$ cat src/verilog/dsp_macros.svh
`ifndef DSP_MACROS_SVH
`define DSP_MACROS_SVH

// Symbols carried in one code word
`define DSP_LANES 4
`define DSP_CODE_W 8

// Feed-forward filter
`define DSP_FFE_TAPS 3
`define DSP_WEIGHT_W 8
`define DSP_ACC_W 18
`define DSP_SHIFT_W 3

// Sequence estimator, current and previous symbol
`define DSP_EST_DEPTH 2
`define DSP_EST_W 8

// Words kept for the filter window and the checker alignment
`define DSP_HIST_DEPTH 3

`endif

$ cat src/verilog/dsp_pkg.sv
`include "dsp_macros.svh"

package dsp_pkg;

	typedef logic signed [`DSP_CODE_W-1:0] code_t;
	typedef logic signed [`DSP_WEIGHT_W-1:0] weight_t;
	typedef logic signed [`DSP_EST_W-1:0] chan_est_t;
	typedef logic [`DSP_SHIFT_W-1:0] shift_t;
	typedef logic signed [`DSP_ACC_W-1:0] acc_t;
	typedef logic [$clog2(`DSP_LANES)-1:0] lane_idx_t;
	typedef logic [$clog2(`DSP_FFE_TAPS)-1:0] cfg_idx_t;	// Wide enough for taps and estimates

	// Lane 0 is the oldest symbol
	typedef struct packed {
		code_t [`DSP_LANES-1:0] sym;
	} code_word_t;

	typedef logic [`DSP_LANES-1:0] bit_word_t;	// 1 is +1, 0 is -1

	typedef enum logic [2:0] {
		CFG_WEIGHT,
		CFG_THRESH,
		CFG_FFE_SHIFT,
		CFG_MLSD_SHIFT,
		CFG_CHAN_EST
	} cfg_target_e;

	typedef struct packed {
		logic we;
		cfg_target_e target;
		lane_idx_t lane;
		cfg_idx_t idx;
		code_t data;
	} cfg_write_t;

	typedef struct packed {
		weight_t [`DSP_FFE_TAPS-1:0][`DSP_LANES-1:0] weights;
		code_t [`DSP_LANES-1:0] thresh;
		shift_t [`DSP_LANES-1:0] ffe_shift;
		shift_t [`DSP_LANES-1:0] mlsd_shift;
		chan_est_t [`DSP_LANES-1:0][`DSP_EST_DEPTH-1:0] chan_est;
	} dsp_cfg_t;

endpackage

$ cat src/verilog/code_history.sv
`timescale 1ns/1ps
`include "dsp_macros.svh"

module code_history (
	input logic clk,
	input logic rstb,
	input dsp_pkg::code_word_t codes_i,
	output dsp_pkg::code_word_t [`DSP_HIST_DEPTH-1:0] hist_o
);

	dsp_pkg::code_word_t [`DSP_HIST_DEPTH-1:0] hist_q;	// Stage 0 is the newest word

	always_ff @(posedge clk or negedge rstb) begin
		if (!rstb) begin
			hist_q <= '0;
		end else begin
			hist_q[0] <= codes_i;
			for (int i = 1; i < `DSP_HIST_DEPTH; i++) begin
				hist_q[i] <= hist_q[i-1];
			end
		end
	end

	// Filter reads stages 0 and 1, the checker reads stage 2 two cycles later
	assign hist_o = hist_q;

endmodule

$ cat src/verilog/dsp_config_regs.sv
`timescale 1ns/1ps
`include "dsp_macros.svh"

module dsp_config_regs (
	input logic clk,
	input logic rstb,
	input dsp_pkg::cfg_write_t cfg_wr_i,
	output dsp_pkg::dsp_cfg_t cfg_o
);

	dsp_pkg::dsp_cfg_t cfg_q;

	always_ff @(posedge clk or negedge rstb) begin
		if (!rstb) begin
			cfg_q <= '0;
		end else if (cfg_wr_i.we) begin
			case (cfg_wr_i.target)
				dsp_pkg::CFG_WEIGHT: begin
					if (cfg_wr_i.idx < `DSP_FFE_TAPS) begin
						cfg_q.weights[cfg_wr_i.idx][cfg_wr_i.lane] <=
							dsp_pkg::weight_t'(cfg_wr_i.data);
					end
				end
				dsp_pkg::CFG_THRESH: cfg_q.thresh[cfg_wr_i.lane] <= cfg_wr_i.data;
				dsp_pkg::CFG_FFE_SHIFT: begin
					cfg_q.ffe_shift[cfg_wr_i.lane] <= cfg_wr_i.data[`DSP_SHIFT_W-1:0];
				end
				dsp_pkg::CFG_MLSD_SHIFT: begin
					cfg_q.mlsd_shift[cfg_wr_i.lane] <= cfg_wr_i.data[`DSP_SHIFT_W-1:0];
				end
				dsp_pkg::CFG_CHAN_EST: begin
					if (cfg_wr_i.idx < `DSP_EST_DEPTH) begin
						cfg_q.chan_est[cfg_wr_i.lane][cfg_wr_i.idx] <=
							dsp_pkg::chan_est_t'(cfg_wr_i.data);
					end
				end
				default: ;	// Unknown target, nothing changes
			endcase
		end
	end

	assign cfg_o = cfg_q;

	// Tap or estimate index must exist for the addressed table
	a_cfg_idx_range: assert property (@(posedge clk) disable iff (!rstb)
		cfg_wr_i.we |->
			!(cfg_wr_i.target == dsp_pkg::CFG_WEIGHT && cfg_wr_i.idx >= `DSP_FFE_TAPS) &&
			!(cfg_wr_i.target == dsp_pkg::CFG_CHAN_EST && cfg_wr_i.idx >= `DSP_EST_DEPTH))
		else $error("config write with index %0d out of range", cfg_wr_i.idx);

endmodule

$ cat src/verilog/ffe_datapath.sv
`timescale 1ns/1ps
`include "dsp_macros.svh"

module ffe_datapath (
	input logic clk,
	input logic rstb,
	input dsp_pkg::code_word_t [1:0] hist_i,
	input dsp_pkg::dsp_cfg_t cfg_i,
	output dsp_pkg::code_word_t eq_o
);

	localparam dsp_pkg::acc_t code_max = dsp_pkg::acc_t'(2**(`DSP_CODE_W-1) - 1);
	localparam dsp_pkg::acc_t code_min = -dsp_pkg::acc_t'(2**(`DSP_CODE_W-1));

	dsp_pkg::code_word_t eq_d;
	dsp_pkg::code_word_t eq_q;

	always_comb begin
		dsp_pkg::code_t win [0:2*`DSP_LANES-1];
		dsp_pkg::acc_t acc;
		dsp_pkg::acc_t prod;
		dsp_pkg::acc_t shifted;
		// Previous word first, so lane l of the new word sits at LANES+l
		for (int j = 0; j < `DSP_LANES; j++) begin
			win[j] = hist_i[1].sym[j];
			win[`DSP_LANES + j] = hist_i[0].sym[j];
		end
		for (int l = 0; l < `DSP_LANES; l++) begin
			acc = '0;
			for (int t = 0; t < `DSP_FFE_TAPS; t++) begin
				prod = $signed(cfg_i.weights[t][l]) * $signed(win[`DSP_LANES + l - t]);
				acc = acc + prod;
			end
			shifted = acc >>> cfg_i.ffe_shift[l];
			if (shifted > code_max) begin
				eq_d.sym[l] = dsp_pkg::code_t'(code_max);
			end else if (shifted < code_min) begin
				eq_d.sym[l] = dsp_pkg::code_t'(code_min);
			end else begin
				eq_d.sym[l] = dsp_pkg::code_t'(shifted);
			end
		end
	end

	always_ff @(posedge clk or negedge rstb) begin
		if (!rstb) begin
			eq_q <= '0;
		end else begin
			eq_q <= eq_d;
		end
	end

	assign eq_o = eq_q;

endmodule

$ cat src/verilog/slicer.sv
`timescale 1ns/1ps
`include "dsp_macros.svh"

module slicer (
	input logic clk,
	input logic rstb,
	input dsp_pkg::code_word_t eq_i,
	input dsp_pkg::dsp_cfg_t cfg_i,
	output dsp_pkg::bit_word_t dec_o,
	output dsp_pkg::bit_word_t dec_prev_o
);

	dsp_pkg::bit_word_t dec_d;
	dsp_pkg::bit_word_t dec_q;
	dsp_pkg::bit_word_t dec_prev_q;	// Predecessor word for checker lane 0

	always_comb begin
		for (int l = 0; l < `DSP_LANES; l++) begin
			dec_d[l] = $signed(eq_i.sym[l]) > $signed(cfg_i.thresh[l]);	// Equal slices to 0
		end
	end

	always_ff @(posedge clk or negedge rstb) begin
		if (!rstb) begin
			dec_q <= '0;
			dec_prev_q <= '0;
		end else begin
			dec_q <= dec_d;
			dec_prev_q <= dec_q;
		end
	end

	assign dec_o = dec_q;
	assign dec_prev_o = dec_prev_q;

endmodule

$ cat src/verilog/mlsd_checker.sv
`timescale 1ns/1ps
`include "dsp_macros.svh"

module mlsd_checker (
	input logic clk,
	input logic rstb,
	input dsp_pkg::code_word_t codes_i,
	input dsp_pkg::bit_word_t dec_i,
	input dsp_pkg::bit_word_t dec_prev_i,
	input dsp_pkg::dsp_cfg_t cfg_i,
	output dsp_pkg::bit_word_t checked_o
);

	dsp_pkg::bit_word_t checked_d;
	dsp_pkg::bit_word_t checked_q;

	always_comb begin
		logic [2*`DSP_LANES-1:0] bit_win;
		logic prev_bit;
		dsp_pkg::acc_t est0;
		dsp_pkg::acc_t est1;
		dsp_pkg::acc_t tail;
		dsp_pkg::acc_t code;
		dsp_pkg::acc_t hyp_one;
		dsp_pkg::acc_t hyp_zero;
		dsp_pkg::acc_t dist_one;
		dsp_pkg::acc_t dist_zero;
		bit_win = {dec_i, dec_prev_i};	// Lane l of dec_i sits at LANES+l
		for (int l = 0; l < `DSP_LANES; l++) begin
			prev_bit = bit_win[`DSP_LANES + l - 1];
			est0 = $signed(cfg_i.chan_est[l][0]);
			est1 = $signed(cfg_i.chan_est[l][1]);
			code = $signed(codes_i.sym[l]);
			tail = prev_bit ? est1 : -est1;	// ISI from the previous symbol
			hyp_one = (est0 + tail) >>> cfg_i.mlsd_shift[l];
			hyp_zero = (tail - est0) >>> cfg_i.mlsd_shift[l];
			dist_one = (code > hyp_one) ? code - hyp_one : hyp_one - code;
			dist_zero = (code > hyp_zero) ? code - hyp_zero : hyp_zero - code;
			if (dist_one < dist_zero) begin
				checked_d[l] = 1'b1;
			end else if (dist_zero < dist_one) begin
				checked_d[l] = 1'b0;
			end else begin
				checked_d[l] = dec_i[l];	// Tie keeps the slicer bit
			end
		end
	end

	always_ff @(posedge clk or negedge rstb) begin
		if (!rstb) begin
			checked_q <= '0;
		end else begin
			checked_q <= checked_d;
		end
	end

	assign checked_o = checked_q;

	// Zero config and cleared slicer give ties on 0 right after reset
	a_checked_after_reset: assert property (@(posedge clk)
		$rose(rstb) |=> checked_o == '0)
		else $error("checked bits not zero after reset release");

endmodule

$ cat src/verilog/dsp_backend.sv
`timescale 1ns/1ps
`include "dsp_macros.svh"

module dsp_backend (
	input logic clk,
	input logic rstb,
	input dsp_pkg::code_word_t codes_i,
	input dsp_pkg::cfg_write_t cfg_wr_i,
	output dsp_pkg::code_word_t estimated_bits_o,
	output dsp_pkg::bit_word_t decided_bits_o,
	output dsp_pkg::bit_word_t checked_bits_o
);

	dsp_pkg::code_word_t [`DSP_HIST_DEPTH-1:0] hist;
	dsp_pkg::dsp_cfg_t cfg;
	dsp_pkg::code_word_t eq_word;
	dsp_pkg::bit_word_t dec_word;
	dsp_pkg::bit_word_t dec_prev;

	code_history hist_i (
		.clk (clk),
		.rstb (rstb),
		.codes_i (codes_i),
		.hist_o (hist)
	);

	dsp_config_regs cfg_regs_i (
		.clk (clk),
		.rstb (rstb),
		.cfg_wr_i (cfg_wr_i),
		.cfg_o (cfg)
	);

	ffe_datapath ffe_i (
		.clk (clk),
		.rstb (rstb),
		.hist_i (hist[1:0]),
		.cfg_i (cfg),
		.eq_o (eq_word)
	);

	slicer slicer_i (
		.clk (clk),
		.rstb (rstb),
		.eq_i (eq_word),
		.cfg_i (cfg),
		.dec_o (dec_word),
		.dec_prev_o (dec_prev)
	);

	// Stage 2 lines the codes up with the slicer output
	mlsd_checker mlsd_i (
		.clk (clk),
		.rstb (rstb),
		.codes_i (hist[2]),
		.dec_i (dec_word),
		.dec_prev_i (dec_prev),
		.cfg_i (cfg),
		.checked_o (checked_bits_o)
	);

	assign estimated_bits_o = eq_word;
	assign decided_bits_o = dec_word;

endmodule

$ cat config.mk
export PLATFORM = sky130hd
export DESIGN_NAME = dsp_backend
export DESIGN_NICKNAME = d
export VERILOG_FILES = /design/src/verilog/dsp_pkg.sv /design/src/verilog/code_history.sv /design/src/verilog/dsp_config_regs.sv /design/src/verilog/ffe_datapath.sv /design/src/verilog/slicer.sv /design/src/verilog/mlsd_checker.sv /design/src/verilog/dsp_backend.sv
export VERILOG_INCLUDE_DIRS = /design/src /design/src/verilog
export SDC_FILE = /design/constraint.sdc
export NUM_CORES = 2
export LEC_CHECK = 0
export BUFFER_PORTS_ARGS = -buffer_cell sky130_fd_sc_hd__buf_2
export CORE_UTILIZATION = 65
export DETAILED_ROUTE_END_ITERATION = 16
export HOLD_SLACK_MARGIN = 0.12
export PLACE_DENSITY = 0.82
export SLEW_MARGIN = 5
export SYNTH_ARGS = -nofsm -noshare
export SYNTH_HDL_FRONTEND = slang
export SYNTH_SLANG_ARGS = --single-unit
$ cat constraint.sdc
create_clock -name clk -period 8.95 [get_ports clk]
set_input_delay 0.895 -clock clk [delete_from_list [all_inputs] [get_ports clk]]
set_output_delay 0.895 -clock clk [all_outputs]
set_load 0.005 [all_outputs]
After elaboration in Yosys (flattened, before gate mapping)

Cells that the tools add are included.

Bits in registers: 356
Bits in latches: 0
RAM bits: 0
Memory bits (read-only): 0
Output and inout port bits: 40
Logic and storage cells: 202
Memories kept: 0

Add/subtract/negate cells: 36
Multiply operators: 12
Divide/modulo/power cells: 0
Magnitude comparators: 35
Eq/ne operators: 4
Shifts and indexed selects: 12
Muxes and demuxes: 43
Bitwise operators: 0
Reduce and logical (&&, ||, !) cells: 9

Operator list:

| kind                | count |
|---|---|
| $mux 18             | 12 |
| $sshr 18x3->18      | 12 |
| $sub 18x8->18       | 12 |
| $mul 8x8->16        | 12 |
| $add 18x18->18      | 8 |
| $gt 8x18->1         | 8 |
| $lt 18x18->1        | 8 |
| $sub 8x18->18       | 8 |
| $bwmux 96           | 1 |
| $mux 8              | 10 |
| $add 8x18->18       | 4 |
| $gt 18x8->1 const B | 4 |
| $lt 18x8->1 const B | 4 |
| $neg 8->18          | 4 |
| $bwmux 64           | 1 |
| $demux 32 s2        | 1 |
| $bwmux 32           | 1 |
| $demux 16 s2        | 1 |
| $gt 8x8->1          | 4 |
| $mux 32             | 1 |
| $bwmux 12           | 2 |
| $demux 8 s2         | 1 |
| $mux 16             | 1 |
| $demux 8 s1         | 1 |
| other kinds (13)    | 30 |

Longest topological paths before layout

Word-level depth: 9
Depth in mapped cells: 44
Depth with buffers taken out: 42

By module

A second synthesis with hierarchy kept.

Cells, all modules: 8839
Area total of the unflattened synthesis: 78622.9 um^2

Modules (own cells, without submodules):

| module          | instances | cells each | area an instance (um^2) |
|---|---|---|---|
| ffe_datapath    | 1         | 3961       | 37099.3 |
| mlsd_checker    | 1         | 4148       | 29666.0 |
| dsp_config_regs | 1         | 510        | 8439.3 |
| code_history    | 1         | 96         | 2402.3 |
| slicer          | 1         | 124        | 1016.0 |

Least setup slack after synthesis

Ideal clock, no wire load.

Path kind: flip-flop to flip-flop
Start point: register cfg_regs_i.cfg_q (netlist bit cfg_regs_i.cfg_o[11])
End point: register mlsd_i.checked_q[0] (netlist: mlsd_i.checked_o[0])
Arrival time: 8151 ps
Required time: 8826 ps
Path slack: 675 ps
Stages on the path, launching flop included: 39
Path buffers: 4
Cell sequence: dfrtp_1 or3_1 or2_2 or3_1 ha_1 a21oi_1 ha_1 buf_4 inv_1 or4_1 a221o_1 a211oi_2 nor4_1 nand3b_1 mux2_2 mux2_2 or2_1 o21a_1 (+3 left out) o2111ai_1 o211ai_1 a311oi_1 o31ai_1 buf_2 buf_2 mux2_2 ha_1 a21oi_1 nor2_1 nor2_1 nand2_1 a21oi_1 o21ai_0 a221oi_1 o211ai_1 o21ai_0 a21oi_1

Word-level cells in the longest chain between the ends: 9
Elaborated cells on any way between the ends: 18
Classes of those cells: add/sub (7); order compare (4); shift (2); mux (5)

RTL lines:

| element                                               | line                                   | text |
|---|---|---|
| start: declaration                                    | dsp_config_regs.sv:11                  | `dsp_pkg::dsp_cfg_t cfg_q;` |
| $neg 8->18                                            | mlsd_checker.sv:34                     | `tail = prev_bit ? est1 : -est1;` |
| $mux 18 *                                             | mlsd_checker.sv:34                     |  |
| $sub 18x8->18 / $add 8x18->18 (equally long branches) | mlsd_checker.sv:36, mlsd_checker.sv:35 |  |
| $sshr 18x3->18, on equally long branches              | mlsd_checker.sv:36, mlsd_checker.sv:35 |  |
| $sub 18x8->18, or another cell as far along           | mlsd_checker.sv:38                     | `dist_zero = (code > hyp_zero) ? code - hyp_zero : hyp_zero - code;` |
| $mux 18, on equally long branches                     | mlsd_checker.sv:38, mlsd_checker.sv:37 |  |
| $lt 18x18->1                                          | mlsd_checker.sv:41                     | `end else if (dist_zero < dist_one) begin` |
| $mux 1                                                | mlsd_checker.sv:41                     |  |
| $mux 1 *                                              | mlsd_checker.sv:39                     | `if (dist_one < dist_zero) begin` |
| named net mlsd_i.checked_d[0]                         | mlsd_checker.sv:14                     | `dsp_pkg::bit_word_t checked_d;` |
| end signal: assignment                                | mlsd_checker.sv:53                     | `checked_q <= checked_d;` |
| end: declaration                                      | mlsd_checker.sv:15                     | `dsp_pkg::bit_word_t checked_q;` |

The timed path passes the listed nets; every way through them passes the cells marked *.
A chain may end at the register's enable or synchronous reset.

Worst setup path in the final report

Same ends and word-level chain as after synthesis.

==> metrics <==
GRT Overall Usage=0.3379; # DRC=12; gp weighted congestion=roughly 1; violated checks=design-rule violations; core box area=about 110,000 um2; Cell variety after synth=~110; Seq/Total Area, Yosys=0.1170; min-delay worst type=in -> async; ys flop type=dfrtp_1; initial core utilization=0.6583; Syn. warnings=0; drt total wl=between 150,000 and 200,000 um; Rel. slew slack=0.2172; Reg2Reg Launch Point=cfg_regs_i.cfg_o[11]; Buffers on Ports=89; Cells after Synth=between 8,000 and 9,000; crit-path max FO=10; WL met2=around 94,000 um; WL per Instance=between 15 and 20 um; Post-synth EDFFs=0; Core Util, Final=0.6895; DPL Wire Length=157,300 um; compound-gate portion of the synthesized area=0.1519; worst r2r path cells=34; DRT antenna net count=0; Congestion Overflow GR=0; clock net sink count=around 350; Max-Cap Viols=0; RSZ-0062 raised after global routing=false; io pins=90; highest metal used=met5; critical path class=reg -> reg; via count=roughly 62,000; Cell Area, Synth=~75,000 um2; H-tree depth=2; hold bufs inserted after CTS=0; met1 WL=79,900 um; first-pass GRT wire length=322,000 um; cell mode on critical path=o21ai_0; metal3 WL=approximately 13,000 um; final hold vios=0; status=finished, violations left; post-synthesis register bit count=between 300 and 400; Post-Synth Adder-Cell Area=0.3578; Critical Path Max Stage Delay=about 0.53 ns; vias in the first global route=about 63,000; Clock Path Buffers=3; post-layout min period=8.567 ns; multiplexer area fraction after synthesis=0.08657; Avg Cell Area, Syn=approximately 8.6 um2; total CTS buffers=between 40 and 50; number of antenna violations at the first check in global routing=14; worst r2r dst=mlsd_i.checked_o[0]; P&R area growth vs syn=4.746%; Pre-Repair DR Iteration Count=12; setup TNS=0 ns; achievable frequency=~120 MHz; post-synthesis xor/xnor area fraction=0.05963; largest family of logic cells by synthesized area=adder cells; Synth Area in Simple Gates=0.1424; setup violators final=0; CTS root buf=clkbuf_16; Crit path required time=between 9 and 10 ns; drt first-iter violations=roughly 4,400; largest net degree at the start of global routing=between 150 and 200; DIE WIDTH=between 300 and 400 um; WP data arrival=approximately 9.1 ns; Clk Latency, worst-skew pair=about 0.63 ns; Worst setup EP type=register; clock-pin slew on the worst setup and hold paths=roughly 0.080 ns; CP Launch Type=register; Die Y-Extent=roughly 340 um; Setup Skew=between 0.04 and 0.05 ns; DR vias/cell=6.049; total nets after synthesis=10,540; slew at the pin with the worst max-slew slack=around 1.2 ns; period utilisation layout=0.9572; CTS tree=yes; Final nets=about 10,000; share of post-route cells with drive strength above 1=0.08228; crit path max-delay cell type=or4_1; Slew Viols, Final=0; total die area=about 120,000 um2; floorplan row count=between 100 and 150; reg2reg setup slack=0.38 ns; Post-synth ARST share=1.000
worst max-delay path by stage:
stage | slack, ns | end | from | cells past startpoint
floorplan | 0.67 | mlsd_i.checked_o[0] | cfg_regs_i.cfg_o[11] | 38
global placement | 0.26 | mlsd_i.checked_o[0] | cfg_regs_i.cfg_o[11] | 37
detailed placement | 0.22 | mlsd_i.checked_o[0] | cfg_regs_i.cfg_o[11] | 36
CTS | 0.19 | mlsd_i.checked_o[0] | cfg_regs_i.cfg_o[11] | 36
global route | 0.001 | ffe_i.eq_o[2] | hist_i.hist_o[2] | 34
finish | 0.38 | mlsd_i.checked_o[0] | cfg_regs_i.cfg_o[11] | 34
cell usage in the layout, fill, tap and decap left out, types with 341 or more instances in the layout:
cell        n
a21oi_1   509
nor2_1    488
nand2_1   656
inv_1    1334
and2_1    396
o21ai_0   347
xnor2_1   382
ha_1      953
fa_1      752
dfrtp_1   341
stage by stage:
stage	hold slack, ns	area [um2]	std cells	worst slack (ns)
floorplan	0.3312	75480	8787	0.6749
global placement	0.3347	77290	10160	0.2564
detailed placement	0.3355	77290	10160	0.2184
CTS	0.2138	78890	10250	0.1875
global route	0.2390	79040	10250	0.001084
finish	0.1669	79060	10260	0.3827
flip-flops by register name, summed over array words and instances, names as in the netlist:
name,count
cfg_regs_i.cfg_o,216
mlsd_i.checked_o,4
slicer_i.dec_prev_o,1
ffe_i.eq_o,32
slicer_i.dec_o,4
hist_i.hist_o,96
Yosys cell counts, types with 13 or more instances:
master / n / area share
a211oi_1: 63 / 0.0063
nor3_1: 110 / 0.0073
and3_1: 30 / 0.0025
o31ai_1: 27 / 0.0027
a311oi_1: 13 / 0.0015
a21oi_1: 512 / 0.034
o21a_1: 115 / 0.011
mux2_2: 311 / 0.046
nand2_1: 656 / 0.033
nor2b_1: 104 / 0.0086
buf_1: 34 / 0.0017
nor2_1: 488 / 0.024
ha_1: 955 / 0.16
inv_1: 1334 / 0.066
o41a_1: 13 / 0.0019
nand2b_1: 117 / 0.0097
a221oi_1: 20 / 0.0023
o211ai_1: 55 / 0.0055
and2_1: 396 / 0.033
xnor2_1: 382 / 0.044
or2_2: 25 / 0.0021
o2111ai_1: 15 / 0.0017
mux2i_1: 262 / 0.035
a211o_1: 17 / 0.0020
o21ai_0: 348 / 0.023
a21o_1: 215 / 0.021
a21boi_0: 32 / 0.0032
o22ai_1: 15 / 0.0012
clkbuf_1: 250 / 0.012
nand4_1: 74 / 0.0061
mux4_2: 17 / 0.0051
or3_1: 32 / 0.0027
nor4_1: 22 / 0.0018
xor2_1: 130 / 0.015
a2111oi_0: 13 / 0.0015
dfrtp_1: 353 / 0.12
o21bai_1: 99 / 0.0098
a31oi_1: 37 / 0.0031
fa_1: 752 / 0.20
buf_2: 22 / 0.0015
nand3_1: 76 / 0.0050
worst max-delay path, delay by kind of cell (launching register included):
family / cells / cell delay [ns]
xor+xnor: 1 / 0.13
fa+ha+maj: 4 / 1.42
buf+inv: 1 / 0.08
compound gates: 16 / 3.18
flops: 1 / 0.43
mux: 2 / 0.72
simple gates: 10 / 2.53
cells by family after synthesis:
group                    after synthesis
AO/OA/AOI/OAI                       1758
XOR/XNOR                             513
adder cells (fa/ha/maj)             1707
buffers and inverters               1672
flip-flops                           353
multiplexers                         592
AND/OR/NAND/NOR                     2192
final cells by class:
type / count / area (um2)
multi-input cells: 6762 / 60390
fillers: 8892 / 35600
flip-flops and latches: 353 / 8848
inverters: 1352 / 5079
well taps: 1512 / 1892
clock buffers: 60 / 1315
repair buffers: 189 / 1235
clock inverters: 22 / 284.0
diodes: 7 / 17.52
repair_timing:
item | CTS | global route
setup buffers | 0 | 5
setup endpoints to repair | 0 | 27
resized for setup | 0 | 33
layer usage:
layer	vias to the layer above	track usage
li1	29050	-
met1	30330	0.4305
met2	2113	0.5724
met3	536	0.04527
met4	16	0.1500
met5	-	0
Power is left out: the tool's default activity adds up to more than one toggle a clock period on the data nets, which glitch-free logic cannot reach.
